**src/hw/sap_controller.sv**
```systemverilog
`timescale 1ns/1ps

module sap_controller (
	input  logic clk,
	input  logic rstn,
	input  logic sap_start,
	input  logic write_complete,
	input  logic data_input_ready,
	input  logic supported,
	input  logic operands_present,
	output logic cmd_load,
	output logic phase,
	output logic capture,
	output logic init_transaction,
	output logic sap_operation_done
);

	// ####################
	// states
	// ####################

	typedef enum logic [2:0] {
		ST_IDLE  = 3'd0,
		ST_CHECK = 3'd1,
		ST_WRITE = 3'd2,
		ST_READ  = 3'd3,
		ST_DONE  = 3'd4
	} state_e;

	state_e state_q;
	state_e state_d;

	always_ff @(posedge clk) begin
		if (!rstn) begin
			state_q <= ST_IDLE;
		end else begin
			state_q <= state_d;
		end
	end

	// ####################
	// next state
	// ####################

	always_comb begin
		state_d = state_q;
		case (state_q)
			// command gets latched on the same edge we leave idle
			ST_IDLE: begin
				if (sap_start) begin
					state_d = ST_CHECK;
				end
			end

			// decoded command is valid here, one cycle after the load
			ST_CHECK: begin
				if (supported) begin
					state_d = ST_WRITE;
				end else begin
					state_d = ST_DONE;
				end
			end

			// wait for the slave to take the operands
			ST_WRITE: begin
				if (write_complete) begin
					state_d = ST_READ;
				end
			end

			// result is captured on the edge that leaves read
			ST_READ: begin
				if (data_input_ready) begin
					state_d = ST_DONE;
				end
			end

			// host drops sap_start once it has seen done
			ST_DONE: begin
				if (!sap_start) begin
					state_d = ST_IDLE;
				end
			end

			default: begin
				state_d = ST_IDLE;
			end
		endcase
	end

	// ####################
	// outputs
	// ####################

	always_comb begin
		cmd_load           = 1'b0;
		phase              = 1'b0;
		capture            = 1'b0;
		init_transaction   = 1'b0;
		sap_operation_done = 1'b0;
		case (state_q)
			ST_IDLE: begin
				cmd_load = sap_start;
			end

			// zero operands hold the write off indefinitely
			ST_WRITE: begin
				init_transaction = operands_present;
			end

			// request drops in the strobe cycle, result goes to the store
			ST_READ: begin
				phase            = 1'b1;
				init_transaction = !data_input_ready;
				capture          = data_input_ready;
			end

			ST_DONE: begin
				sap_operation_done = 1'b1;
			end

			default: begin
				cmd_load = 1'b0;
			end
		endcase
	end

endmodule

```
**config.mk**
```make
export PLATFORM = sky130hd
export DESIGN_NAME = sap_controller
export DESIGN_NICKNAME = d
export VERILOG_FILES = /design/src/hw/sap_controller.sv
export SDC_FILE = /design/constraint.sdc
export NUM_CORES = 1
export LEC_CHECK = 0
export ABC_AREA = 0
export BUFFER_PORTS_ARGS = -buffer_cell sky130_fd_sc_hd__buf_2
export CELL_PAD_IN_SITES_DETAIL_PLACEMENT = 0
export CELL_PAD_IN_SITES_GLOBAL_PLACEMENT = 1
export CORE_AREA = 5 5 42 44
export DETAILED_ROUTE_END_ITERATION = 8
export DIE_AREA = 0 0 47 49
export PLACE_DENSITY = 0.54
export SLEW_MARGIN = 20
export SYNTH_ARGS = -nofsm -noshare
export SYNTH_HDL_FRONTEND = slang
export SYNTH_SLANG_ARGS = --single-unit
export TNS_END_PERCENT = 100
```
**constraint.sdc**
```tcl
create_clock -name clk -period 3 [get_ports clk]
set_input_delay 0.6 -clock clk [delete_from_list [all_inputs] [get_ports clk]]
set_output_delay 0.6 -clock clk [all_outputs]
set_load 0.01 [all_outputs]
```
==> results of run 1 <==
## path summary, 6_finish.rpt
path	startpoint	endpoint	slack, ps	cells past startpoint
max	sap_start	cmd_load	1170	4
min	state_q[2]	state_q[2]	520	2
max reg2reg	state_q[0]	state_q[1]	1860	3
min reg2reg	state_q[2]	state_q[2]	520	2
## per-layer routing
metal	global-route usage (%)	up-vias	part of all wire [%]
li1	-	118	-
met5	0	-	0
met3	3.321	0	13
met4	1.382	0	0
met2	6.335	8	39
met1	7.237	103	48
## tightest hold or removal path, stage by stage, from the launching register on
cell and delay, ps:
dfxtp_1 330, nand4_1 80, o31ai_1 60
## synthesized netlist by cell type
cell type,n
o21ai_0,1
a21oi_1,1
nor2b_1,2
nand4_1,1
inv_1,1
a211oi_1,2
inv_2,1
o31ai_1,1
nor2_1,3
nand2_1,2
nand2b_1,3
dfxtp_1,3
a21oi_2,1
nor3b_1,2
or3_1,1
## where the power goes
group | internal [W] | leakage [nW] | switching (W)
Clock | 0.0000498 | 0.0150 | 0.0000203
Sequential | 0.0000440 | 0.0246 | 0.00000691
Combinational | 0.0000140 | 0.0874 | 0.0000153
Total | 0.000108 | 0.127 | 0.0000425
## area by class of cell
class | instances | area (um^2) | share of cell area [%]
inverter | 2 | 7.507 | 2.609
tap | 16 | 20.02 | 6.957
sequential | 3 | 60.06 | 20.87
timing repair buffer | 11 | 55.05 | 19.13
multi-input combinational | 20 | 118.9 | 41.30
clock buffer | 4 | 26.28 | 9.130
## kinds of logic after synthesis
group                  Yosys count
AOI/OAI and AO/OA                6
buffers and inverters            2
DFF                              3
and+or+nand+nor                 14
## metrics by stage
step	setup slack, ps	power (W)	instances	hold slack (ps)	utilization (%)
after floorplan	1298	0.00006811	25	472.9	-
after global placement	1222	0.00008111	52	535.4	18.66
after detailed placement	1205	0.00008072	52	527.0	18.66
after CTS	1182	0.0001542	56	538.0	20.54
after global routing	1093	0.0001614	56	563.7	20.54
final	1173	0.0001503	56	524.5	20.54
==> results.py, run 1 <==
metrics = {
    "clock_tree": {
        "cts_resized": 0,
        "holdBufCountCts": 0,
        "clock_sinks": 3,
        "cts_tree": "yes",
        "cts_setup_buffers": 0,
        "htreeDepth": 1,
        "clockBufferDepth": 2,
        "cts_buffers": 3,
        "cts_root_buf": "clkbuf_4",
        "clkLatencyLatePin_ps": 230,
        "clkTransAtPathRegs_ps": 40,
    },
    "job": {
        "timing.max_cap.violations": 0,
    },
    "timing": {
        "max-slew-margin-rel_pct": 82.82,
        "tightest_slew_ps": 257.3,
        "setup_tns_ps": 0,
        "max_freq_ghz": 0.5474,
        "period_share_pct": 60.89,
        "drv_slew": 0,
        "setup_viol": 0,
        "min_period_ps": 1827,
        "skew_ps": 2.582,
        "hold_viol_final": 0,
        "rsz0062_at_grt": "no",
    },
    "cells_and_area": {
        "largestRegisters": "state_q (3)",
        "mostFrequentLayoutCell": "buf_2",
        "largest_register_ffs": 3,
        "top_register": "state_q",
        "nets": 48,
        "fillers": 168,
        "syn_to_final_growth_pct": 54.36,
        "stdcell_area_um2": 287.8,
        "layout_common_cells": "buf_2, nand2b_1, nor2_1, clkbuf_4, dfxtp_1",
        "insertedDiodeCount": 0,
        "layout-drive-gt1-share_pct": 40.00,
    },
    "placement": {
        "post-dp-hpwl_um": 444.6,
        "port_buffers": 11,
        "place_congestion": 0.6519,
        "place_area_um2": 261.5,
    },
    "detailed_routing": {
        "vias": 229,
        "drt-vias-per-instance": 4.089,
        "first_pass_iters": 4,
        "detail-route-antenna-nets": 0,
        "wl_um": 583,
        "drtIter0Drc": 5,
        "wl_per_cell_um": 10.41,
        "remaining_drc_errors": 0,
    },
    "critical_path": {
        "slowest_delay_ps": 200,
        "critPathTopFamily": "simple AND/OR/NAND/NOR gates",
        "critPathCaptureType": "output pin",
        "critical_path_class": "input port to output pin",
        "crit_slowest_cell": "nor3b_1",
        "critPathBufInv": 2,
        "path_max_fanout": 3,
        "crit_path_start_kind": "input port",
        "arrival_ps": 1230,
        "crit_chain": "buf_2 > nor2b_1 > nor3b_1 > buf_2",
        "cp.required_ps": 2400,
        "crit_path_frequent_cell": "buf_2",
    },
    "logic_synthesis": {
        "synthSimpleGateAreaFrac_pct": 41.61,
        "synth_mux_area_share_pct": 0,
        "synth_compound_area_share_pct": 22.15,
        "syn_nets": 32,
        "ys_top_cells_by_area": "dfxtp_1, nand2b_1, a211oi_1, nor3b_1, nor2b_1",
        "yosysWarnings": 0,
        "synth_fa_ha_area_share_pct": 0,
        "synth_top_area_share_pct": 32.21,
        "synthCells": 25,
        "yosys.area.top_type": "dfxtp_1",
        "synth_area_um2": 186.4,
        "synth-seq-cells": 3,
        "synth-seq-area-share_pct": 32.21,
        "synth.distinct_cells": 15,
        "synth_xor_area_share_pct": 0,
        "synth_top_family_by_area": "simple AND/OR/NAND/NOR gates",
        "syn_avg_cell_area_um2": 7.457,
    },
    "outcome": {
        "status": "complete, no violations",
    },
    "global_route": {
        "grt_pass1_wl_um": 883,
        "antenna_found_initial": 0,
        "grt_overflow": 0,
        "grt_max_degree": 9,
        "track_usage_pct": 5.137,
        "grt_pass1_vias": 218,
    },
    "pwr": {
        "p_leak_nw": 0.1269,
        "ir_drop_mv": 0.1024,
        "power-per-cell-area_mw_per_mm2": 522.1,
    },
    "die": {
        "boundaryPins": 12,
        "coreArea_mm2": 0.001401,
        "start_util_pct": 13.30,
        "die_area_mm2": 0.002303,
        "die_w_um": 47,
        "die-height_um": 49,
        "row_count": 14,
    },
    "hold_path": {
        "hold_path_class": "flip-flop to flip-flop",
    },
}
(Power assumes the default switching activity.)
==> run 2, diff against run 1 <==
--- a/config.mk
+++ b/config.mk
@@ -5,14 +5,14 @@
 export SDC_FILE = /design/constraint.sdc
 export NUM_CORES = 1
 export LEC_CHECK = 0
-export ABC_AREA = 0
+export ABC_AREA = 1
 export BUFFER_PORTS_ARGS = -buffer_cell sky130_fd_sc_hd__buf_2
 export CELL_PAD_IN_SITES_DETAIL_PLACEMENT = 0
 export CELL_PAD_IN_SITES_GLOBAL_PLACEMENT = 1
 export CORE_AREA = 5 5 42 44
 export DETAILED_ROUTE_END_ITERATION = 8
 export DIE_AREA = 0 0 47 49
-export PLACE_DENSITY = 0.54
+export PLACE_DENSITY = 0.64
 export SLEW_MARGIN = 20
 export SYNTH_ARGS = -nofsm -noshare
 export SYNTH_HDL_FRONTEND = slang
==> constraint.sdc (replaced) <==
create_clock -name clk -period 1.6 [get_ports clk]
set_input_delay 0.32 -clock clk [delete_from_list [all_inputs] [get_ports clk]]
set_output_delay 0.32 -clock clk [all_outputs]
set_load 0.01 [all_outputs]
==> results.py, run 2 <==
metrics = {
    "outcome": {
        "status": "complete, no violations",
    },
    "clock_tree": {
        "clkTransAtPathRegs_ps": 30,
        "cts_root_buf": "clkbuf_4",
        "cts_buffers": 3,
        "clock_sinks": 3,
        "cts_tree": "yes",
        "htreeDepth": 1,
        "holdBufCountCts": 0,
        "clkLatencyLatePin_ps": 230,
        "clockBufferDepth": 2,
    },
    "critical_path": {
        "critPathCaptureType": "output pin",
        "crit_path_start_kind": "flip-flop",
        "arrival_ps": 1120,
        "path_max_fanout": 4,
        "cp.required_ps": 1280,
        "critical_path_class": "flip-flop to output pin",
    },
    "logic_synthesis": {
        "syn_nets": 47,
        "syn_avg_cell_area_um2": 5.849,
        "async_flop_share_pct": 0,
        "synth_area_um2": 234.0,
        "synthSimpleGateAreaFrac_pct": 47.06,
        "ys_top_cells_by_area": "dfxtp_1, nand2_2, inv_1, a21oi_1, nand2_1",
        "yosysWarnings": 0,
        "synth-seq-area-share_pct": 25.67,
        "yosys.area.top_type": "dfxtp_1",
        "synth_top_family_by_area": "simple AND/OR/NAND/NOR gates",
        "yosys_most_used_dff": "dfxtp_1",
        "synth_fa_ha_area_share_pct": 0,
        "synth_mux_area_share_pct": 0,
        "synth_most_common_cell": "inv_1",
        "synth.distinct_cells": 9,
        "synth_xor_area_share_pct": 0,
        "synthCells": 40,
        "yosys-top-cells-count": "inv_1, a21oi_1, nand2_1, nand2_2, nand3_1",
        "synth-edff-count": 0,
        "synth_compound_area_share_pct": 12.83,
        "synth_top_area_share_pct": 25.67,
        "synth-seq-cells": 3,
    },
    "cells_and_area": {
        "layout_common_cells": "buf_2, inv_1, nand2_2, nand2_1, a21oi_1",
        "top_register": "state_q",
        "syn_to_final_growth_pct": 45.45,
        "layout-drive-gt1-share_pct": 41.82,
        "insertedDiodeCount": 0,
        "mostFrequentLayoutCell": "buf_2",
        "largest_register_ffs": 3,
        "fin_util_pct": 24.29,
        "nets": 63,
        "fillers": 173,
        "largestRegisters": "state_q (3)",
    },
    "timing": {
        "layout_setup_ws_ps": 157.4,
        "setup_viol": 0,
        "min_period_ps": 1443,
        "rsz0062_at_grt": "no",
        "period_share_pct": 90.16,
        "max_freq_ghz": 0.6932,
        "skew_ps": 1.261,
        "drv_slew": 0,
        "tightest_slew_ps": 271.5,
        "max-slew-margin-rel_pct": 81.87,
        "setup_tns_ps": 0,
        "hold_viol_final": 0,
    },
    "job": {
        "timing.max_cap.violations": 0,
    },
    "placement": {
        "post-dp-hpwl_um": 507.6,
        "port_buffers": 11,
        "pre_cts_ws_ps": 309.2,
        "place_congestion": 0.7729,
    },
    "global_route": {
        "grt_overflow": 0,
        "track_usage_pct": 5.559,
        "grt_pass1_wl_um": 890,
        "grt_pass1_vias": 224,
        "antenna_found_initial": 0,
        "grt_max_degree": 7,
    },
    "die": {
        "die-height_um": 49,
        "row_count": 14,
        "coreArea_mm2": 0.001401,
        "die_w_um": 47,
        "start_util_pct": 16.70,
        "die_area_mm2": 0.002303,
        "boundaryPins": 12,
    },
    "pwr": {
        "power-per-cell-area_mw_per_mm2": 904.7,
        "ir_drop_mv": 0.5145,
        "p_leak_nw": 0.1945,
    },
    "detailed_routing": {
        "detail-route-antenna-nets": 0,
        "drtIter0Drc": 2,
        "vias": 269,
        "wl_per_cell_um": 8.070,
        "drt-vias-per-instance": 3.789,
        "wl_um": 573,
        "first_pass_iters": 2,
        "remaining_drc_errors": 0,
    },
    "hold_path": {
        "hold_path_class": "input port to flip-flop",
    },
}
[run 2: where the power goes]
group          internal, W  switching, W   total, W  leakage, nW
logic            0.0000350     0.0000496  0.0000846        0.155
registers        0.0000834     0.0000126  0.0000959       0.0247
clock network    0.0000931     0.0000342   0.000127       0.0150
total             0.000211     0.0000964   0.000308        0.194
[run 2: cells by family (layout without fill, tap and decap cells)]
logic type / Yosys count / after routing
flops: 3 / 3
simple gates: 22 / 22
buf+inv: 9 / 24
compound gates: 6 / 6
[run 2: worst max-delay path, cell delays in order, from the launching register on]
cell     delay, ps
dfxtp_1        390
inv_1          120
nor3_2         150
nand2_1         70
nand2_1         50
buf_2          120
[run 2: layout make-up]
| type | count | area [um^2] | area share, % |
|---|---|---|---|
| repair buffers | 11 | 55.05 | 16.18 |
| multi-input cells | 28 | 145.1 | 42.65 |
| flip-flops and latches | 3 | 60.06 | 17.65 |
| inverters | 9 | 33.78 | 9.926 |
| clock buffers | 4 | 26.28 | 7.721 |
| well taps | 16 | 20.02 | 5.882 |
[run 2: timing repair]
action / CTS / global route
gates resized for setup: 0 / 1
endpoints found under the setup margin: 0 / 1
setup buffers: 0 / 0
[run 2: through the flow]
stage / instance area [um^2] / std cells / hold slack [ps] / power (W)
floorplan: 234.0 / 40 / 442.9 / 0.0001536
global placement: 309.0 / 67 / 568.8 / 0.0001817
detailed placement: 309.0 / 67 / 565.7 / 0.0001810
CTS: 335.3 / 71 / 324.8 / 0.0003151
global route: 340.3 / 71 / 356.9 / 0.0003374
finish: 340.3 / 71 / 330.1 / 0.0003079
[run 2: routing by layer]
layer,vias to the layer above,share of wire (%),track usage (%)
li1,154,-,-
met1,108,47,7.456
met2,7,44,6.787
met3,0,8.9,5.535
met4,0,0,0
met5,-,0,0
[run 2: worst paths after layout]
kind / startpoint / to / slack (ps) / cells past startpoint
hold reg to reg: state_q[1] / state_q[0] / 650 / 4
setup / recovery: state_q[1] / init_transaction / 160 / 5
hold / removal: rstn / state_q[1] / 330 / 3
setup reg to reg: state_q[0] / state_q[2] / 540 / 7
