**src/hw/sap_settings.svh**
```systemverilog
`ifndef SAP_SETTINGS_SVH
`define SAP_SETTINGS_SVH

// host side
`define SAP_HOST_INSTR_W 6
`define SAP_OPCODE_W     4
`define SAP_CLASS_W      2
`define SAP_CLASS_LSB    4
`define SAP_HOST_DATA_W  512
`define SAP_OUTPUT_W     512

// slave operand widths
`define SAP_AES_W        128
`define SAP_HASH_IN_W    512
`define SAP_ODO_MODE_W   5
`define SAP_MULT_W       128

// operand positions within the host data word
`define SAP_KEY_LSB      128
`define SAP_MULT_B_LSB   128

// slave result widths
`define SAP_HASH_OUT_W   256
`define SAP_TRNG_W       128
`define SAP_ODO_OUT_W    8

// operation_type encoding
`define SAP_OP_ENC_W     5

`endif
```
**src/hw/sap_pkg.sv**
```systemverilog
`include "sap_settings.svh"

package sap_pkg;

	// ####################
	// instruction fields
	// ####################

	// top two bits of the host instruction
	typedef enum logic [`SAP_CLASS_W-1:0] {
		CLASS_NON_SECURE = 2'b01,
		CLASS_SECURE     = 2'b10
	} sap_class_e;

	// low four bits, only the kept non-secure functions
	typedef enum logic [`SAP_OPCODE_W-1:0] {
		OPC_ENCRYPT  = 4'b0001,
		OPC_DECRYPT  = 4'b0010,
		OPC_HASH     = 4'b0011,
		OPC_TRNG     = 4'b0100,
		OPC_ODOMETER = 4'b0111,
		OPC_MULT     = 4'b1000
	} sap_opcode_e;

	// ####################
	// slave operations
	// ####################

	// write and read codes seen by the slaves on operation_type
	typedef enum logic [`SAP_OP_ENC_W-1:0] {
		OP_NONE       = 5'b00000,
		OP_ENCRYPT_WR = 5'b00001,
		OP_DECRYPT_WR = 5'b00010,
		OP_TRNG_WR    = 5'b00011,
		OP_HASH_WR    = 5'b00101,
		OP_ODO_WR     = 5'b00111,
		OP_MULT_WR    = 5'b01000,
		OP_ENCRYPT_RD = 5'b01001,
		OP_DECRYPT_RD = 5'b01010,
		OP_TRNG_RD    = 5'b01011,
		OP_HASH_RD    = 5'b01101,
		OP_ODO_RD     = 5'b01111,
		OP_MULT_RD    = 5'b10000
	} sap_op_enc_e;

	// operands and operation, master to slaves
	typedef struct packed {
		logic [`SAP_AES_W-1:0]      text;
		logic [`SAP_AES_W-1:0]      key;
		logic [`SAP_HASH_IN_W-1:0]  hash_block;
		logic [`SAP_ODO_MODE_W-1:0] odo_mode;
		logic [`SAP_MULT_W-1:0]     mult_a;
		logic [`SAP_MULT_W-1:0]     mult_b;
		sap_op_enc_e                op;
	} sap_slave_req_t;

	// result ports, slaves to master
	typedef struct packed {
		logic [`SAP_AES_W-1:0]      encrypt;
		logic [`SAP_AES_W-1:0]      decrypt;
		logic [`SAP_HASH_OUT_W-1:0] hash;
		logic [`SAP_TRNG_W-1:0]     trng;
		logic [`SAP_ODO_OUT_W-1:0]  odometer;
		logic [`SAP_MULT_W-1:0]     mult;
	} sap_slave_rsp_t;

endpackage

```
**src/hw/sap_request_builder.sv**
```systemverilog
`timescale 1ns/1ps
`include "sap_settings.svh"

module sap_request_builder
	import sap_pkg::*;
(
	input  logic                         clk,
	input  logic                         rstn,
	input  logic [`SAP_HOST_INSTR_W-1:0] host_instruction,
	input  logic [`SAP_HOST_DATA_W-1:0]  host_data,
	input  logic                         cmd_load,
	input  logic                         phase,
	output sap_opcode_e                  opcode,
	output logic                         supported,
	output logic                         operands_present,
	output sap_slave_req_t               slave_req
);

	logic [`SAP_CLASS_W-1:0]     class_q;
	logic [`SAP_OPCODE_W-1:0]    opcode_q;
	logic [`SAP_HOST_DATA_W-1:0] data_q;
	logic                        opcode_kept;

	// command fields, cleared so that op reads zero out of reset
	always_ff @(posedge clk) begin
		if (!rstn) begin
			class_q  <= '0;
			opcode_q <= '0;
		end else if (cmd_load) begin
			class_q  <= host_instruction[`SAP_HOST_INSTR_W-1:`SAP_CLASS_LSB];
			opcode_q <= host_instruction[`SAP_OPCODE_W-1:0];
		end
	end

	// host data is frozen here, later changes are ignored
	always_ff @(posedge clk) begin
		if (cmd_load) begin
			data_q <= host_data;
		end
	end

	assign opcode = sap_opcode_e'(opcode_q);

	always_comb begin
		case (opcode)
			OPC_ENCRYPT, OPC_DECRYPT, OPC_HASH,
			OPC_TRNG, OPC_ODOMETER, OPC_MULT: opcode_kept = 1'b1;
			default:                          opcode_kept = 1'b0;
		endcase
	end

	// secure class and unknown opcodes get rejected
	assign supported = opcode_kept && (class_q == CLASS_NON_SECURE);

	// ####################
	// operand slicing
	// ####################

	always_comb begin
		slave_req        = '0;
		operands_present = 1'b0;
		if (supported) begin
			case (opcode)
				OPC_ENCRYPT, OPC_DECRYPT: begin
					slave_req.text   = data_q[`SAP_AES_W-1:0];
					slave_req.key    = data_q[`SAP_KEY_LSB +: `SAP_AES_W];
					operands_present = |{slave_req.key, slave_req.text};
					if (opcode == OPC_ENCRYPT) begin
						slave_req.op = phase ? OP_ENCRYPT_RD : OP_ENCRYPT_WR;
					end else begin
						slave_req.op = phase ? OP_DECRYPT_RD : OP_DECRYPT_WR;
					end
				end
				OPC_HASH: begin
					slave_req.hash_block = data_q[`SAP_HASH_IN_W-1:0];
					operands_present     = |slave_req.hash_block;
					slave_req.op         = phase ? OP_HASH_RD : OP_HASH_WR;
				end
				// trng needs no operand at all
				OPC_TRNG: begin
					operands_present = 1'b1;
					slave_req.op     = phase ? OP_TRNG_RD : OP_TRNG_WR;
				end
				// a zero mode is still a valid selection
				OPC_ODOMETER: begin
					slave_req.odo_mode = data_q[`SAP_ODO_MODE_W-1:0];
					operands_present   = 1'b1;
					slave_req.op       = phase ? OP_ODO_RD : OP_ODO_WR;
				end
				OPC_MULT: begin
					slave_req.mult_a = data_q[`SAP_MULT_W-1:0];
					slave_req.mult_b = data_q[`SAP_MULT_B_LSB +: `SAP_MULT_W];
					operands_present = |{slave_req.mult_b, slave_req.mult_a};
					slave_req.op     = phase ? OP_MULT_RD : OP_MULT_WR;
				end
				default: begin
					slave_req = '0;
				end
			endcase
		end
	end

endmodule

```
**config.mk**
```make
export PLATFORM = sky130hd
export DESIGN_NAME = sap_request_builder
export DESIGN_NICKNAME = d
export VERILOG_FILES = /design/src/hw/sap_pkg.sv /design/src/hw/sap_request_builder.sv
export VERILOG_INCLUDE_DIRS = /design/src /design/src/hw
export SDC_FILE = /design/constraint.sdc
export NUM_CORES = 1
export LEC_CHECK = 0
export ABC_CLOCK_PERIOD_IN_PS = 1700
export BUFFER_PORTS_ARGS = -buffer_cell sky130_fd_sc_hd__buf_2
export CAP_MARGIN = 20
export CORE_AREA = 2 2 605 607
export CTS_CLUSTER_SIZE = 30
export DETAILED_ROUTE_END_ITERATION = 6
export DIE_AREA = 0 0 607 609
export GPL_ROUTABILITY_DRIVEN = 0
export PLACE_DENSITY = 0.3
export REMOVE_ABC_BUFFERS = 1
export SLEW_MARGIN = 15
export SYNTH_ARGS = -nofsm -noshare
export SYNTH_HDL_FRONTEND = slang
export SYNTH_SLANG_ARGS = --single-unit
```
**constraint.sdc**
```tcl
create_clock -name clk -period 1.7 [get_ports clk]
set_clock_uncertainty 0.2 [all_clocks]
set_input_delay 0.17 -clock clk [delete_from_list [all_inputs] [get_ports clk]]
set_output_delay 0.17 -clock clk [all_outputs]
set_load 0.01 [all_outputs]
```
==> flow_summary.json, run 1 <==
{
  "start_util": 0.0659,
  "num_io_pins": 1562,
  "antenna_found_initial": 74,
  "min_period_over_period": 2.22,
  "layout.nets": 5632,
  "final-max-slew-violation-count": 0,
  "avgViaCountPerCell": 2.94,
  "worstReg2RegStart": "opcode[1]",
  "min_period_ns": 3.77,
  "remaining_drc_errors": 0,
  "worst_min_delay_path_class": "input port to register",
  "post-dp-hpwl_mm": 212,
  "drt-pass1-iter-count": 7,
  "crit_chain": "buf_4 > nor4_1 > buf_4 > nand4_1 > nor4_1 > nand4_1 > buf_4 > nand3_1 > o41ai_2 > buf_4",
  "timing.final.ws_setup_ns": -2.07,
  "clock_network_fraction_of_design_power": 0.406,
  "min_from": "host_data[486]",
  "most-common-layout-cells": "sky130_fd_sc_hd__buf_2, sky130_fd_sc_hd__dlygate4sd3_1, sky130_fd_sc_hd__and2_1",
  "post_synth.cell_area_avg_um2": 12.7,
  "place_inst": 8665,
  "detailedRoute.firstIterationViolations": 1683,
  "fmax_ghz": 0.266,
  "power_report.internal_total_uw": 27800,
  "max_slew_margin": 0.406,
  "vdd_drop_max_v": 0.000650,
  "yosys_warnings": 0,
  "pwr-share-comb": 0.178,
  "cts.sink_count": 518,
  "final.fill_count": 40700,
  "worst_setup_slack_before_clock_tree_synthesis_ns": -2.64,
  "criticalPathCategory": "register to output port",
  "power.net_switching_uw": 10400,
  "failing_checks": "negative setup slack",
  "cts-root-to-sink-buffers": 4,
  "grt_start_max_net_pins": 98,
  "post_layout_total_power_uw": 38200,
  "post_synth_inst_count": 1880,
  "h-tree-depth": 3,
  "grt_setup_unrepaired": "true",
  "power.sequential.fraction": 0.416,
  "fraction_of_final_layout_cells_sized_beyond_drive_strength_1": 0.541,
  "critical_path.max_fanout": 2,
  "timing.critical_path.from_type": "register",
  "floorplan.die.width_um": 607,
  "path_clk_slew_ns": 0.05,
  "number_of_buffers_created_by_cts": 77,
  "outcome": "finished with violations",
  "part_of_the_yosys_area_used_for_sequential_elements": 0.647,
  "max_cap_viol": 0,
  "design.core.area_mm2": 0.364,
  "seq_cell_area_mm2": 0.0155,
  "netSwitchingFraction": 0.272,
  "timing.rr.end": "opcode[1]",
  "grt_first_pass_wirelength_mm": 317,
  "critical_path.slowest_cell": "sky130_fd_sc_hd__nor4_1",
  "timing.critical_path.required_ns": 1.33,
  "worst_hold_path.num_cells": 2,
  "timing.critical_path.slowest_cell_delay_ns": 0.75,
  "grt.overflow.total": 0,
  "design.die.area_mm2": 0.370,
  "worstSetupEndpointType": "output port",
  "netlist-cell-type-count": 29,
  "pin_slew_with_the_least_headroom_to_its_limit_ns": 0.883,
  "clock_insertion_delay_worst_skew_ns": 0.76,
  "synth_seq_cells": 518,
  "detail_route.wl_per_cell_um": 26.5,
  "grt_pass1_vias": 30000,
  "ctsRootBufferMaster": "sky130_fd_sc_hd__clkbuf_16",
  "r2r_setup_slack_ns": 0.02,
  "layout.cells.non_filler": 10000,
  "routed-via-count": 29400,
  "endpoint_worst_hold": "data_q[486]",
  "io_buffers": 1561,
  "cp_data_arrival_time_ns": 3.40,
  "area_delta_synth_final_pct": 160,
  "r2r.worst_path.cells": 5,
  "crit_top_cell": "sky130_fd_sc_hd__buf_4",
  "rows": 222,
  "cts_tree": "done",
  "die-height_um": 609,
  "multi_input_comb_area_mm2": 0.00896,
  "wl_mm": 265,
  "global_route.usage.total": 0.132,
  "syn-cell-area_mm2": 0.0240,
  "drt.antenna.violating_nets": 0,
  "fin_util": 0.171,
  "power_per_cell_area_mw_per_mm2": 612,
  "final_hold_viol_count": 0,
  "finalSetupViolations": 1042,
  "layout.cells.most_common": "sky130_fd_sc_hd__buf_2",
  "static_leakage_uw": 0.0269
}
layout make-up:
class,instances,area share
inverter,1,0.0000602
timing repair buffer,3270,0.472
clock inverter,34,0.00516
clock buffer,91,0.0318
tap,4816,0.0967
antenna,39,0.00157
sequential,518,0.249
multi-input combinational,1242,0.144
state kept, by name (all words and copies together) (netlist names):
signal / flops
class_q: 2
data_q: 512
opcode: 4
cells by family (layout without fill, tap and decap cells):
| family | after synthesis | count (layout) | synth area share |
|---|---|---|---|
| AO/OA/AOI/OAI | 7 | 7 | 0.00193 |
| XOR/XNOR | 3 | 3 | 0.00110 |
| buffers and inverters | 120 | 3396 | 0.0273 |
| flip-flops | 518 | 518 | 0.647 |
| multiplexers | 6 | 6 | 0.00251 |
| other | 0 | 39 | 0 |
| AND/OR/NAND/NOR | 1226 | 1226 | 0.321 |
power groups by stage:
stage	registers, uW	clock network [uW]	logic [uW]
floorplan	15900	0	398
global placement	16100	0	4370
detailed placement	16100	0	4380
CTS	15900	16300	6730
global route	16000	16600	7170
finish	15900	15500	6800
critical path: cells and delay by family (launching register included):
family                 cells  cell delay (ns)
flip-flops                 1             0.35
buffers and inverters      4             0.72
AND/OR/NAND/NOR            5             1.45
AO/OA/AOI/OAI              1             0.08
Yosys cell counts (all sizes together):
library cell	n	share of area
xnor2	3	0.0011
o41ai	1	0.00037
a21oi	3	0.00063
a2111oi	1	0.00037
and2	1025	0.27
dfxtp	6	0.0050
nand2	5	0.00078
nor2b	6	0.0016
buf	22	0.0085
nor3b	1	0.00031
mux2i	6	0.0025
nand2b	1	0.00057
edfxtp	512	0.64
a31oi	1	0.00026
nor4	136	0.037
nor4bb	1	0.00042
clkbuf	97	0.019
and4	1	0.00037
nand4	32	0.0084
a21boi	1	0.00031
nand3	1	0.00021
nor2	6	0.00094
nor3	5	0.0010
inv	1	0.00016
and3	6	0.0016
worst max-delay path by stage:
| stage | from | endpoint | slack [ns] |
|---|---|---|---|
| floorplan | opcode[3] | slave_req[266] | -7.13 |
| global placement | data_q[309] | operands_present | -2.53 |
| detailed placement | data_q[303] | operands_present | -2.64 |
| CTS | data_q[298] | operands_present | -2.47 |
| global route | data_q[303] | operands_present | -2.35 |
| finish | data_q[138] | operands_present | -2.07 |
layer usage:
metal  up-vias  GRT usage  share of wire
met4        28     0.0438          0.034
met3       297     0.0394          0.076
li1      13100          -              -
met1     14700      0.140           0.36
met2      1335      0.248           0.53
met5         -          0        0.00069
metrics by stage:
step | cell area (um^2) | TNS [ns] | hold slack, ns
after floorplan | 23300 | -5185.54 | 0.0689
after global placement | 43100 | -587.21 | 0.146
after detailed placement | 43100 | -588.54 | 0.148
after CTS | 59600 | -1577.71 | 0.000378
after global routing | 62300 | -1521.18 | 0.00759
final | 62300 | -1361.88 | 0.0609
what timing repair did:
action,4_1_cts,5_1_grt
endpoints found under the hold margin,846,0
hold buffers,1008,0
endpoints found under the setup margin,1040,1042
pin swaps,103,129
gates cloned,48,33
setup buffers,70,49
resized for setup,634,533
Note: power is estimated with default switching activity, not from simulation.
==> run 2, diff against run 1 <==
--- a/config.mk
+++ b/config.mk
@@ -15,6 +15,7 @@
 export DIE_AREA = 0 0 607 609
 export GPL_ROUTABILITY_DRIVEN = 0
 export PLACE_DENSITY = 0.3
+export RECOVER_POWER = 25
 export REMOVE_ABC_BUFFERS = 1
 export SLEW_MARGIN = 15
 export SYNTH_ARGS = -nofsm -noshare
==> flow_summary.json, run 2 (synthesis results as in run 1) <==
{
  "outcome": "finished with violations",
  "failing_checks": "negative setup slack",
  "number_of_buffers_created_by_cts": 77,
  "netSwitchingFraction": 0.272,
  "detail_route.wl_per_cell_um": 26.5,
  "fraction_of_final_layout_cells_sized_beyond_drive_strength_1": 0.538,
  "power.net_switching_uw": 10400,
  "worst_min_delay_path_class": "input port to register",
  "final_hold_viol_count": 0,
  "drt-pass1-iter-count": 5,
  "pin_slew_with_the_least_headroom_to_its_limit_ns": 0.946,
  "endpoint_worst_hold": "data_q[486]",
  "ctsRootBufferMaster": "sky130_fd_sc_hd__clkbuf_16",
  "seq_cell_area_mm2": 0.0155,
  "layout.nets": 5632,
  "worstReg2RegStart": "opcode[1]",
  "fmax_ghz": 0.265,
  "final.fill_count": 40700,
  "cts-root-to-sink-buffers": 4,
  "vdd_drop_max_v": 0.000652,
  "rows": 222,
  "criticalPathCategory": "register to output port",
  "design.die.area_mm2": 0.370,
  "cts.sink_count": 518,
  "clock_network_fraction_of_design_power": 0.406,
  "cp_data_arrival_time_ns": 3.40,
  "grt_pass1_vias": 30000,
  "final-max-slew-violation-count": 0,
  "drt.antenna.violating_nets": 0,
  "finalSetupViolations": 1436,
  "min_from": "host_data[486]",
  "timing.critical_path.from_type": "register",
  "post-dp-hpwl_mm": 212,
  "routed-via-count": 29300,
  "design.core.area_mm2": 0.364,
  "most-common-layout-cells": "sky130_fd_sc_hd__buf_2, sky130_fd_sc_hd__dlygate4sd3_1, sky130_fd_sc_hd__and2_1",
  "critical_path.max_fanout": 2,
  "die-height_um": 609,
  "worst_hold_slack_ns": 0.0600,
  "multi_input_comb_area_mm2": 0.00896,
  "grt_setup_unrepaired": "true",
  "worstSetupEndpointType": "output port",
  "start_util": 0.0659,
  "grt_first_pass_wirelength_mm": 317,
  "grt_start_max_net_pins": 98,
  "setup.worst_path.start": "data_q[138]",
  "max_slew_margin": 0.369,
  "area_delta_synth_final_pct": 160,
  "largest_reg_flops": 512,
  "timing.critical_path.required_ns": 1.33,
  "path_clk_slew_ns": 0.05,
  "grt.overflow.total": 0,
  "floorplan.die.width_um": 607,
  "min_period_ns": 3.77,
  "timing.rr.end": "opcode[1]",
  "largest_register": "data_q",
  "power_report.internal_total_uw": 27800,
  "avgViaCountPerCell": 2.93,
  "post_layout_total_power_uw": 38100,
  "global_route.usage.total": 0.132,
  "r2r_setup_slack_ns": 0.02,
  "clock_insertion_delay_worst_skew_ns": 0.76,
  "wl_mm": 265,
  "remaining_drc_errors": 0,
  "layout.cells.most_common": "sky130_fd_sc_hd__buf_2",
  "max_cap_viol": 0,
  "min_period_over_period": 2.22,
  "r2r.worst_path.cells": 5,
  "h-tree-depth": 3,
  "worst_hold_path.num_cells": 2,
  "pwr-share-comb": 0.177,
  "num_io_pins": 1562,
  "io_buffers": 1561,
  "cts_tree": "done",
  "antenna_found_initial": 73,
  "power_per_cell_area_mw_per_mm2": 613,
  "detailedRoute.firstIterationViolations": 1627,
  "power.sequential.fraction": 0.417,
  "static_leakage_uw": 0.0268,
  "timing.final.ws_setup_ns": -2.07
}
==> run 2: changes by cell type in the layout (fill, tap and decap cells not counted), moves of 2 or more <==
cell,previous run,this run
sky130_fd_sc_hd__buf_2,1137,1122
sky130_fd_sc_hd__diode_2,39,28
sky130_fd_sc_hd__buf_4,513,511
sky130_fd_sc_hd__clkbuf_1,14,31
sky130_fd_sc_hd__buf_12,161,156
sky130_fd_sc_hd__clkbuf_2,0,4
==> run 2: cell type report <==
type,count,area share
Inverter,1,0.0000603
Clock buffer,91,0.0318
Sequential cell,518,0.249
Tap cell,4816,0.0968
Clock inverter,34,0.00517
Multi-Input combinational cell,1242,0.144
Antenna cell,28,0.00113
Timing Repair Buffer,3270,0.472
==> run 2: what timing repair did <==
| action | CTS | global route |
|---|---|---|
| endpoints found under the setup margin | 1040 | 1042 |
| gates resized for setup | 634 | 533 |
| hold buffers | 1008 | 0 |
| pin swaps | 103 | 129 |
| cloned | 48 | 33 |
| buffers inserted | 70 | 49 |
| endpoints found under the hold margin | 846 | 0 |
==> run 2: routing by layer <==
layer | wire length, um | track usage | up-vias | part of all wire
li1 | - | - | 13000 | -
met5 | 175 | 0 | - | 0.00066
met3 | 20100 | 0.0394 | 295 | 0.076
met1 | 96600 | 0.140 | 14600 | 0.36
met4 | 9420 | 0.0438 | 28 | 0.036
met2 | 139000 | 0.248 | 1308 | 0.52
==> run 2: metrics by stage <==
step	utilization	instances	cell area, um^2	worst slack [ns]	TNS [ns]
after floorplan	-	1761	23300	-7.13	-5185.54
after global placement	0.118	8665	43100	-2.53	-587.21
after detailed placement	0.118	8665	43100	-2.64	-588.54
after CTS	0.164	9911	59600	-2.47	-1577.71
after global routing	0.171	9989	62200	-2.35	-1664.95
final	0.171	10000	62200	-2.07	-1442.19
==> run 2: power groups by stage <==
stage          clock (uW)  combinational, uW  sequential, uW
2_1_floorplan           0                398           15900
3_3_place_gp            0               4370           16100
3_5_place_dp            0               4380           16100
4_1_cts             16300               6730           15900
5_1_grt             16600               7150           16000
6_report            15500               6770           15900
==> run 2: critical path: stages (launching register included) <==
cell	delay [ns]
sky130_fd_sc_hd__edfxtp_1	0.35
sky130_fd_sc_hd__buf_4	0.14
sky130_fd_sc_hd__nor4_1	0.75
sky130_fd_sc_hd__buf_4	0.25
sky130_fd_sc_hd__nand4_1	0.09
sky130_fd_sc_hd__nor4_1	0.37
sky130_fd_sc_hd__nand4_1	0.14
sky130_fd_sc_hd__buf_4	0.17
sky130_fd_sc_hd__nand3_1	0.10
sky130_fd_sc_hd__o41ai_2	0.08
sky130_fd_sc_hd__buf_4	0.16
==> run 2: worst max-delay path by stage <==
stage          slack [ns]  cells past startpoint          endpoint
6_report            -2.07                     10  operands_present
5_1_grt             -2.35                     10  operands_present
4_1_cts             -2.47                     10  operands_present
3_5_place_dp        -2.64                     11  operands_present
3_3_place_gp        -2.53                     11  operands_present
2_1_floorplan       -7.13                      2    slave_req[266]
