File: src/hw/sap_settings.svh
`ifndef SAP_SETTINGS_SVH
`define SAP_SETTINGS_SVH

// host side
`define SAP_HOST_INSTR_W 6
`define SAP_OPCODE_W     4
`define SAP_CLASS_W      2
`define SAP_CLASS_LSB    4
`define SAP_HOST_DATA_W  512
`define SAP_OUTPUT_W     512

// slave operand widths
`define SAP_AES_W        128
`define SAP_HASH_IN_W    512
`define SAP_ODO_MODE_W   5
`define SAP_MULT_W       128

// operand positions within the host data word
`define SAP_KEY_LSB      128
`define SAP_MULT_B_LSB   128

// slave result widths
`define SAP_HASH_OUT_W   256
`define SAP_TRNG_W       128
`define SAP_ODO_OUT_W    8

// operation_type encoding
`define SAP_OP_ENC_W     5

`endif
File: src/hw/sap_pkg.sv
`include "sap_settings.svh"

package sap_pkg;

	// ####################
	// instruction fields
	// ####################

	// top two bits of the host instruction
	typedef enum logic [`SAP_CLASS_W-1:0] {
		CLASS_NON_SECURE = 2'b01,
		CLASS_SECURE     = 2'b10
	} sap_class_e;

	// low four bits, only the kept non-secure functions
	typedef enum logic [`SAP_OPCODE_W-1:0] {
		OPC_ENCRYPT  = 4'b0001,
		OPC_DECRYPT  = 4'b0010,
		OPC_HASH     = 4'b0011,
		OPC_TRNG     = 4'b0100,
		OPC_ODOMETER = 4'b0111,
		OPC_MULT     = 4'b1000
	} sap_opcode_e;

	// ####################
	// slave operations
	// ####################

	// write and read codes seen by the slaves on operation_type
	typedef enum logic [`SAP_OP_ENC_W-1:0] {
		OP_NONE       = 5'b00000,
		OP_ENCRYPT_WR = 5'b00001,
		OP_DECRYPT_WR = 5'b00010,
		OP_TRNG_WR    = 5'b00011,
		OP_HASH_WR    = 5'b00101,
		OP_ODO_WR     = 5'b00111,
		OP_MULT_WR    = 5'b01000,
		OP_ENCRYPT_RD = 5'b01001,
		OP_DECRYPT_RD = 5'b01010,
		OP_TRNG_RD    = 5'b01011,
		OP_HASH_RD    = 5'b01101,
		OP_ODO_RD     = 5'b01111,
		OP_MULT_RD    = 5'b10000
	} sap_op_enc_e;

	// operands and operation, master to slaves
	typedef struct packed {
		logic [`SAP_AES_W-1:0]      text;
		logic [`SAP_AES_W-1:0]      key;
		logic [`SAP_HASH_IN_W-1:0]  hash_block;
		logic [`SAP_ODO_MODE_W-1:0] odo_mode;
		logic [`SAP_MULT_W-1:0]     mult_a;
		logic [`SAP_MULT_W-1:0]     mult_b;
		sap_op_enc_e                op;
	} sap_slave_req_t;

	// result ports, slaves to master
	typedef struct packed {
		logic [`SAP_AES_W-1:0]      encrypt;
		logic [`SAP_AES_W-1:0]      decrypt;
		logic [`SAP_HASH_OUT_W-1:0] hash;
		logic [`SAP_TRNG_W-1:0]     trng;
		logic [`SAP_ODO_OUT_W-1:0]  odometer;
		logic [`SAP_MULT_W-1:0]     mult;
	} sap_slave_rsp_t;

endpackage

File: src/hw/sap_result_store.sv
`timescale 1ns/1ps
`include "sap_settings.svh"

module sap_result_store
	import sap_pkg::*;
(
	input  logic                     clk,
	input  logic                     rstn,
	input  logic                     capture,
	input  sap_opcode_e              opcode,
	input  sap_slave_rsp_t           slave_rsp,
	output logic [`SAP_OUTPUT_W-1:0] sap_output
);

	logic [`SAP_OUTPUT_W-1:0] result_sel;

	// ####################
	// result select
	// ####################

	// pick the port of the slave that ran, upper bits stay zero
	always_comb begin
		result_sel = '0;
		case (opcode)
			OPC_ENCRYPT: begin
				result_sel[`SAP_AES_W-1:0] = slave_rsp.encrypt;
			end
			OPC_DECRYPT: begin
				result_sel[`SAP_AES_W-1:0] = slave_rsp.decrypt;
			end
			OPC_HASH: begin
				result_sel[`SAP_HASH_OUT_W-1:0] = slave_rsp.hash;
			end
			OPC_TRNG: begin
				result_sel[`SAP_TRNG_W-1:0] = slave_rsp.trng;
			end
			OPC_ODOMETER: begin
				result_sel[`SAP_ODO_OUT_W-1:0] = slave_rsp.odometer;
			end
			OPC_MULT: begin
				result_sel[`SAP_MULT_W-1:0] = slave_rsp.mult;
			end
			// rejected commands never capture, keep the last result
			default: begin
				result_sel = sap_output;
			end
		endcase
	end

	// ####################
	// output register
	// ####################

	// loads on the same edge the controller enters done
	always_ff @(posedge clk) begin
		if (!rstn) begin
			sap_output <= '0;
		end else if (capture) begin
			sap_output <= result_sel;
		end
	end

endmodule

File: config.mk
export PLATFORM = sky130hd
export DESIGN_NAME = sap_result_store
export DESIGN_NICKNAME = d
export VERILOG_FILES = /design/src/hw/sap_pkg.sv /design/src/hw/sap_result_store.sv
export VERILOG_INCLUDE_DIRS = /design/src /design/src/hw
export SDC_FILE = /design/constraint.sdc
export NUM_CORES = 1
export LEC_CHECK = 0
export BUFFER_PORTS_ARGS = -buffer_cell sky130_fd_sc_hd__buf_2
export CAP_MARGIN = 20
export CELL_PAD_IN_SITES_DETAIL_PLACEMENT = 1
export CELL_PAD_IN_SITES_GLOBAL_PLACEMENT = 2
export CORE_AREA = 2 2 498 500
export DETAILED_ROUTE_END_ITERATION = 6
export DIE_AREA = 0 0 500 502
export PLACE_DENSITY = 0.39
export RECOVER_POWER = 100
export SYNTH_ARGS = -nofsm -noshare
export SYNTH_HDL_FRONTEND = slang
export SYNTH_SLANG_ARGS = --single-unit
File: constraint.sdc
create_clock -name clk -period 2.5 [get_ports clk]
set_input_delay 0 -clock clk [delete_from_list [all_inputs] [get_ports clk]]
set_output_delay 0 -clock clk [all_outputs]
set_load 0.01 [all_outputs]
==> impl_metrics.py, run 1 <==
metrics = {
    "outcome": {
        "outcome": "completed",
    },
    "routing": {
        "ant_nets": 0,
        "vias": 19874,
        "first_iter_violations": 1276,
        "drc": 0,
        "wl_per_cell_um": 26.5,
        "drt-total-wl_mm": 168,
        "viasPerCell": 3.14,
        "dr.pass1.iters": 6,
    },
    "power_and_ir_drop": {
        "power_leakage_nw": 11.2,
        "ir_drop_uv": 516,
        "power.density_nw_per_um2": 503,
        "total_power_mw": 14.4,
    },
    "setup_path": {
        "end_kind": "flop",
        "worstPathCellList": "buf_2, and3b_2, buf_4, a2111o_1, and2_4, clkbuf_4, nand4_1, dlygate4sd3_1, o311ai_0, dlygate4sd3_1",
        "required_ps": 3040,
        "path_class": "in2reg",
        "slowest_delay_ps": 600,
        "r2r_setup_slack_ps": 1150,
        "crit_fanout": 16,
        "cp-start-kind": "input port",
        "cp_slowest_cell": "dlygate4sd3_1",
        "critPathArrivalTime_ps": 3000,
        "path_buf_inv": 5,
        "path_delay_family": "buffers and inverters",
        "crit_top_cell": "dlygate4sd3_1",
    },
    "cts": {
        "clk_latency_ps": 670,
        "cts-root-buf": "clkbuf_16",
        "clkTransAtPathRegs_ps": 60,
        "numCtsBuffers": 43,
        "numClockSinks": 256,
        "h-tree-depth": 2,
        "ctsLongestPathBuffers": 3,
        "cts_tree": "done",
    },
    "synth": {
        "synthArstFlopShare_pct": 0,
        "synthMuxAreaShare_pct": 0.632,
        "synth_top_area_share_pct": 35.9,
        "ys_seq_area_share_pct": 35.9,
        "netlist_area_um2": 14300,
        "synth_seq_cells": 256,
        "syn_avg_cell_area_um2": 8.99,
        "syn-instance-count": 1586,
        "synth_top_area_cell": "dfxtp_1",
        "synth_fa_ha_area_share_pct": 0,
        "synthXorXnorAreaFrac_pct": 0,
        "synth-compound-area-share_pct": 32.9,
        "synth_cell_types": 36,
        "synth_top_family_by_area": "compound AO/OA/AOI/OAI gates",
        "synth_edf_count": 0,
        "synth_flop_cell": "dfxtp_1",
        "synth_warnings": 0,
        "yosys.area_share.simple_pct": 10.8,
        "synthTopCellsByArea": "dfxtp_1 (36%), buf_4 (14%), a22o_1 (11%)",
    },
    "global_routing": {
        "grt_use_total_pct": 12.6,
        "grt_pass1_vias": 20267,
        "grt_pass1_wl_mm": 208,
        "antenna_found_initial": 191,
        "grt_start_max_net_pins": 100,
        "grt_overflow": 0,
    },
    "sta": {
        "skew_ps": 0,
        "setup-tns-final_ps": 0,
        "setup_viol": 0,
        "period_needed_ps": 2460,
        "period_share_pct": 98.5,
        "timing.fmax_mhz": 406,
        "rsz0062_at_grt": "false",
        "tightest_slew_ps": 1100,
        "drv_slew": 0,
        "timing.hold.ws_ps": 98.9,
        "relSlewSlack_pct": 26.4,
        "final_hold_viol_count": 0,
    },
    "floorplanning": {
        "boundaryPins": 1295,
        "coreArea_um2": 245000,
        "die_x_um": 500,
        "start_util_pct": 5.82,
        "num_rows": 182,
        "dieArea_um2": 251000,
        "die_y_um": 502,
    },
    "layout": {
        "final_layout_size_suffix_gt1_share_pct": 32.1,
        "area.growth.synth_to_final_pct": 100,
        "layout.nets": 3815,
        "final_common_cell": "buf_2",
        "final_cell_mix": "buf_2 (779), dlygate4sd3_1 (436), clkbuf_1 (277)",
        "fillers": 29320,
        "top_regs": "sap_output (256)",
        "largest_register_ffs": 256,
        "top_register": "sap_output",
        "utilization_pct": 11.7,
    },
    "place": {
        "gp_congestion": 0.794,
        "portBuffers": 1038,
        "dp_hpwl_mm": 140,
    },
    "min_path": {
        "hold_class": "in2reg",
    },
    "flow_run": {
        "maxCapViolations": 0,
    },
}
cells in the mapped netlist (2+ instances only):
| library cell | n |
|---|---|
| a222oi_1 | 46 |
| or3_1 | 5 |
| a21oi_1 | 60 |
| o311ai_1 | 28 |
| a22oi_1 | 109 |
| a22o_1 | 174 |
| nor3b_1 | 2 |
| o311ai_0 | 65 |
| nand3_1 | 103 |
| dfxtp_1 | 256 |
| buf_4 | 264 |
| a221oi_1 | 55 |
| mux2_2 | 8 |
| nor2b_1 | 2 |
| buf_6 | 16 |
| buf_2 | 27 |
| nor2_1 | 57 |
| clkbuf_1 | 123 |
| buf_1 | 15 |
| and3b_1 | 2 |
| o21ai_0 | 57 |
| nand4_1 | 98 |
worst paths after layout:
check,cells after the start,startpoint,end
min,3,slave_rsp[477],sap_output[213]
min reg2reg,1,sap_output[136],sap_output[136]
max,10,opcode[1],sap_output[36]
max reg2reg,3,sap_output[93],sap_output[93]
tightest hold or removal path: cells and delay by family:
kind | cells | cell delay [ps]
buffers and inverters | 2 | 620
AOI/OAI and AO/OA | 1 | 110
per-stage QoR:
stage	cells	setup WS (ps)	area [um^2]
after global placement	5768	-2.70	23000
after CTS	6282	28.3	28800
after global routing	6298	8.62	28500
after floorplan	1841	746	15200
final	6329	38.4	28600
after detailed placement	5768	-24.7	23000
repair_timing:
item,in CTS,in global routing
hold buffers,435,1
resized for setup,0,4
buffers inserted,0,1
setup endpoints to repair,0,8
hold endpoints to repair,256,1
cell families (layout without fill, tap and decap cells):
kind of cell / Yosys count / count (layout)
other cells: 1 / 299
simple gates: 281 / 281
flops: 256 / 256
buf+inv: 445 / 1670
mux: 8 / 8
compound gates: 595 / 595
cell type report:
type | count | area [um^2] | share of cell area, %
timing repair buffer | 1591 | 10400 | 36.5
clock inverter | 17 | 280 | 0.981
clock buffer | 62 | 1230 | 4.29
antenna | 43 | 108 | 0.376
tap | 3220 | 4030 | 14.1
multi-input combinational | 1140 | 7380 | 25.8
sequential | 256 | 5120 | 17.9
routing by layer:
layer	GRT usage [%]	share of wire, %
met1	14.4	38
met2	21.6	47
met3	5.57	11
met4	2.32	2.5
met5	0	0.38
report_power, final:
| part | internal (mW) | switching [mW] |
|---|---|---|
| registers | 4.23 | 0.0850 |
| clock network | 4.05 | 2.71 |
| logic | 1.41 | 1.88 |
(Power assumes the default switching activity.)
==> inputs of run 2 (changes only) <==
PLACE_DENSITY = not set   (was 0.39)
PLACE_DENSITY_LB_ADDON = 0.1   (was not set)
==> run 2 against run 1 <==
  * Clock-buffer cell count increased by 10
  * Sequential power about the same
  * Global-route usage decreased by 0.48 points
  * Sequential cell count unchanged
  * First-iteration DRC count decreased by 25%
  * Sequential share of layout area increased by 0.24 points
  * Register-to-register slack about the same
  * Clock skew unchanged
  * Wire length decreased by 4.6%
==> impl_metrics.py, run 2 (synthesized netlist as in run 1, its figures left out) <==
metrics = {
    "layout": {
        "fillers": 29200,
        "regArea_um2": 5120,
        "utilization_pct": 11.5,
        "largest_register_ffs": 256,
        "final_layout_size_suffix_gt1_share_pct": 32.0,
        "layout.nets": 3774,
        "final_common_cell": "buf_2",
        "top_register": "sap_output",
        "multi_input_area_um2": 7360,
        "final_cell_mix": "buf_2 (777), dlygate4sd3_1 (410), clkbuf_1 (273)",
        "area.growth.synth_to_final_pct": 97.7,
        "top_regs": "sap_output (256)",
    },
    "routing": {
        "wl_per_cell_um": 25.6,
        "first_iter_violations": 956,
        "drc": 0,
        "dr.pass1.iters": 5,
        "vias": 19024,
        "drt-total-wl_mm": 160,
        "viasPerCell": 3.04,
        "ant_nets": 0,
    },
    "global_routing": {
        "grt_pass1_wl_mm": 204,
        "grt_use_total_pct": 12.1,
        "grt_pass1_vias": 20376,
        "grt_start_max_net_pins": 87,
        "grt_overflow": 0,
        "antenna_found_initial": 98,
    },
    "sta": {
        "relSlewSlack_pct": 32.1,
        "tightest_slew_ps": 1020,
        "setup-tns-final_ps": 0,
        "final_hold_viol_count": 0,
        "skew_ps": 0,
        "rsz0062_at_grt": "false",
        "drv_slew": 0,
        "setup_viol": 0,
        "period_share_pct": 99.0,
        "timing.fmax_mhz": 404,
        "period_needed_ps": 2480,
    },
    "floorplanning": {
        "dieArea_um2": 251000,
        "boundaryPins": 1295,
        "num_rows": 182,
        "die_x_um": 500,
        "die_y_um": 502,
        "start_util_pct": 5.82,
        "coreArea_um2": 245000,
    },
    "cts": {
        "cts-root-buf": "clkbuf_16",
        "clk_latency_ps": 620,
        "h-tree-depth": 2,
        "clkTransAtPathRegs_ps": 50,
        "cts_tree": "done",
        "numClockSinks": 256,
        "ctsLongestPathBuffers": 3,
        "numCtsBuffers": 45,
    },
    "setup_path": {
        "path_class": "in2reg",
        "required_ps": 3020,
        "critPathArrivalTime_ps": 2990,
        "cp-start-kind": "input port",
        "end_kind": "flop",
        "crit_fanout": 44,
    },
    "min_path": {
        "hold_class": "in2reg",
    },
    "power_and_ir_drop": {
        "power.density_nw_per_um2": 508,
        "ir_drop_uv": 406,
        "power_leakage_nw": 11.1,
    },
    "flow_run": {
        "maxCapViolations": 0,
    },
    "place": {
        "gp_congestion": 0.716,
        "portBuffers": 1038,
        "dp_hpwl_mm": 132,
    },
    "outcome": {
        "outcome": "completed",
    },
}
[run 2: cell types whose count changed in the layout (fill, tap and decap cells not counted), moves of 3 or more]
cell and change:
bufinv_16 -3, o311ai_1 -6, clkinv_2 -3, clkbuf_8 +5, o311ai_0 +6, buf_4 -16, dlygate4sd3_1 -26, clkbuf_1 -4
buf_12 +5, diode_2 -24
[run 2: power by group]
group	internal [mW]	leakage, nW	switching [mW]	total (mW)
Sequential	4.23	2.08	0.0988	4.33
Clock	4.06	0.739	2.68	6.74
Combinational	1.39	8.32	1.88	3.27
Total	9.68	11.1	4.66	14.3
[run 2: layer usage]
metal  vias up  global-route usage [%]  wire length, um
met4        50                    2.10             3310
met2       966                    23.1            84400
met5         -                       0              285
met1      9165                    12.6            58400
li1       8633                       -                -
met3       210                    4.37            13800
[run 2: final cells by class]
cell class	instances	share of cell area [%]
repair buffers	1548	35.9
flip-flops and latches	256	18.2
multi-input cells	1140	26.1
clock inverters	7	0.492
diodes	19	0.169
clock buffers	72	4.89
well taps	3220	14.3
[run 2: critical path, stage by stage]
cell and delay [ps]:
clkbuf_4 210, or2_2 340, a2111o_1 430, and2_4 210
buf_12 150, buf_16 200, nand4_1 130, dlygate4sd3_1 550
o311ai_1 90, dlygate4sd3_1 580
[run 2: final timing paths]
| kind | endpoint | slack (ps) | start | depth (start not counted) |
|---|---|---|---|---|
| max | sap_output[9] | 20 | opcode[1] | 10 |
| min | sap_output[3] | 80 | slave_rsp[523] | 4 |
| max reg2reg | sap_output[7] | 1160 | sap_output[7] | 3 |
| min reg2reg | sap_output[223] | 480 | sap_output[223] | 1 |
[run 2: stage by stage]
step	worst slack (ps)	cell area (um^2)	hold slack (ps)	power, mW	std cells
CTS	21.2	28500	3.93	15.0	6241
finish	24.8	28200	80.4	14.3	6262
detailed placement	269	22900	214	7.26	5752
global placement	255	22900	211	7.28	5752
floorplan	746	15200	125	5.70	1841
global route	4.55	28200	44.7	15.2	6251
[run 2: what timing repair did]
| item | CTS | global route |
|---|---|---|
| setup endpoints to repair | 0 | 17 |
| hold buffers | 410 | 0 |
| setup buffers | 0 | 2 |
| hold endpoints to repair | 256 | 0 |
| gates resized for setup | 0 | 6 |
==> inputs of run 3 (changes only) <==
GPL_TIMING_DRIVEN = 0   (was not set)
==> run 3 against run 2 <==
  * The run now ends with DRC left
  * Wire length up 15%
  * Combinational power up 25%
  * Clock-buffer cell count down 4
  * First-iteration DRC count up 1.4%
==> impl_metrics.py, run 3 (synthesized netlist as in run 1, its figures left out) <==
metrics = {
    "routing": {
        "vias": 21507,
        "ant_nets": 0,
        "wl_per_cell_um": 26.6,
        "viasPerCell": 3.11,
        "dr.pass1.iters": 7,
        "drt-total-wl_mm": 184,
        "drc": 1,
        "first_iter_violations": 969,
    },
    "min_path": {
        "hold_class": "in2reg",
    },
    "global_routing": {
        "grt_start_max_net_pins": 14,
        "grt_overflow": 0,
        "antenna_found_initial": 105,
        "grt_use_total_pct": 14.0,
        "grt_pass1_vias": 23587,
        "grt_pass1_wl_mm": 234,
    },
    "setup_path": {
        "path_buf_inv": 5,
        "crit_top_cell": "buf_2",
        "cp_slowest_cell": "dlygate4sd3_1",
        "slowest_delay_ps": 590,
        "end_kind": "flop",
        "critPathArrivalTime_ps": 3000,
        "path_class": "in2reg",
        "worstPathCellList": "buf_2, buf_2, nor2b_1, buf_2, clkbuf_1, a22oi_1, o21ai_0, a21oi_1, dlygate4sd3_1, a21oi_1",
        "crit_fanout": 10,
        "required_ps": 3090,
        "cp-start-kind": "input port",
        "path_delay_family": "buffers and inverters",
    },
    "outcome": {
        "outcome": "finished with violations",
        "violations": "DRC",
    },
    "place": {
        "portBuffers": 1037,
        "dp_hpwl_mm": 158,
        "gp_congestion": 0.739,
    },
    "flow_run": {
        "maxCapViolations": 0,
    },
    "cts": {
        "cts-root-buf": "clkbuf_16",
        "clk_latency_ps": 620,
        "h-tree-depth": 2,
        "cts_tree": "done",
        "numCtsBuffers": 44,
        "numClockSinks": 256,
        "clkTransAtPathRegs_ps": 60,
        "ctsLongestPathBuffers": 3,
    },
    "floorplanning": {
        "start_util_pct": 5.82,
        "coreArea_um2": 245000,
        "boundaryPins": 1295,
        "die_y_um": 502,
        "dieArea_um2": 251000,
        "die_x_um": 500,
        "num_rows": 182,
    },
    "layout": {
        "top_register": "sap_output",
        "layout.nets": 4407,
        "top_regs": "sap_output (256)",
        "largest_register_ffs": 256,
        "utilization_pct": 13.4,
        "final_cell_mix": "buf_2 (806), dlygate4sd3_1 (680), clkbuf_1 (371)",
        "final_common_cell": "buf_2",
        "area.growth.synth_to_final_pct": 131,
        "final_layout_size_suffix_gt1_share_pct": 33.2,
    },
    "sta": {
        "relSlewSlack_pct": 18.4,
        "period_needed_ps": 2410,
        "final_hold_viol_count": 0,
        "skew_ps": 0,
        "period_share_pct": 96.6,
        "tightest_slew_ps": 1220,
        "timing.hold.ws_ps": 35.8,
        "setup_viol": 0,
        "drv_slew": 0,
        "timing.fmax_mhz": 414,
    },
    "power_and_ir_drop": {
        "total_power_mw": 15.1,
        "power_leakage_nw": 13.3,
        "power.density_nw_per_um2": 460,
        "ir_drop_uv": 455,
    },
}
[run 3: changes by cell type in the layout (fill, tap and decap cells not counted), moves of 19 or more]
cell / change
clkbuf_2: +19
buf_4: +210
buf_12: -29
diode_2: +24
clkbuf_1: +98
dlygate4sd3_1: +270
buf_2: +29
[run 3: metal layers]
layer  share of wire, %  global-route usage, %  up-vias
li1                   -                      -     9950
met1                 37                   14.9    10283
met2                 52                   26.3     1029
met3                7.6                   4.30      215
met4                2.9                   3.91       30
met5              0.098                      0        -
[run 3: metrics by stage]
stage / setup TNS (ps) / cell area (um^2) / instances / setup slack, ps
final: 0 / 32900 / 6916 / 85.4
after global routing: -3.54 / 32900 / 6904 / -2.09
after CTS: 0 / 33100 / 6874 / 5.63
after detailed placement: -171960 / 24800 / 6118 / -1180
after global placement: -339610 / 24400 / 6098 / -2190
after floorplan: 0 / 15200 / 1841 / 746
[run 3: worst paths after layout]
path | startpoint | to | slack (ps) | cells past startpoint
max | opcode[3] | sap_output[23] | 90 | 10
min | slave_rsp[25] | sap_output[25] | 40 | 5
max reg2reg | sap_output[28] | sap_output[28] | 1660 | 2
min reg2reg | sap_output[203] | sap_output[203] | 470 | 1
[run 3: tightest hold or removal path: stages]
cell     delay, ps
buf_2           80
a22oi_1         60
o21ai_0        310
a21oi_1         70
a21oi_1        130
[run 3: area by class of cell]
| class | instances | area, um^2 |
|---|---|---|
| Antenna cell | 43 | 108 |
| Buffer | 444 | 2820 |
| Clock inverter | 7 | 161 |
| Clock buffer | 68 | 1330 |
| Fill cell | 29317 | 212000 |
| Sequential cell | 256 | 5120 |
| Multi-Input combinational cell | 1140 | 7320 |
| Tap cell | 3220 | 4030 |
| Timing Repair Buffer | 1738 | 12000 |
[run 3: where the power goes]
| group | internal [mW] | switching (mW) | leakage, nW |
|---|---|---|---|
| clock network | 3.96 | 2.75 | 0.729 |
| logic | 1.85 | 2.25 | 10.5 |
| registers | 4.23 | 0.0961 | 2.08 |
| total | 10.0 | 5.10 | 13.3 |
[run 3: what timing repair did]
action	4_1_cts	5_1_grt
resized for setup	16	15
buffers inserted	1	0
endpoints found under the setup margin	80	21
hold buffers	680	0
pin swaps	2	0
endpoints found under the hold margin	256	0
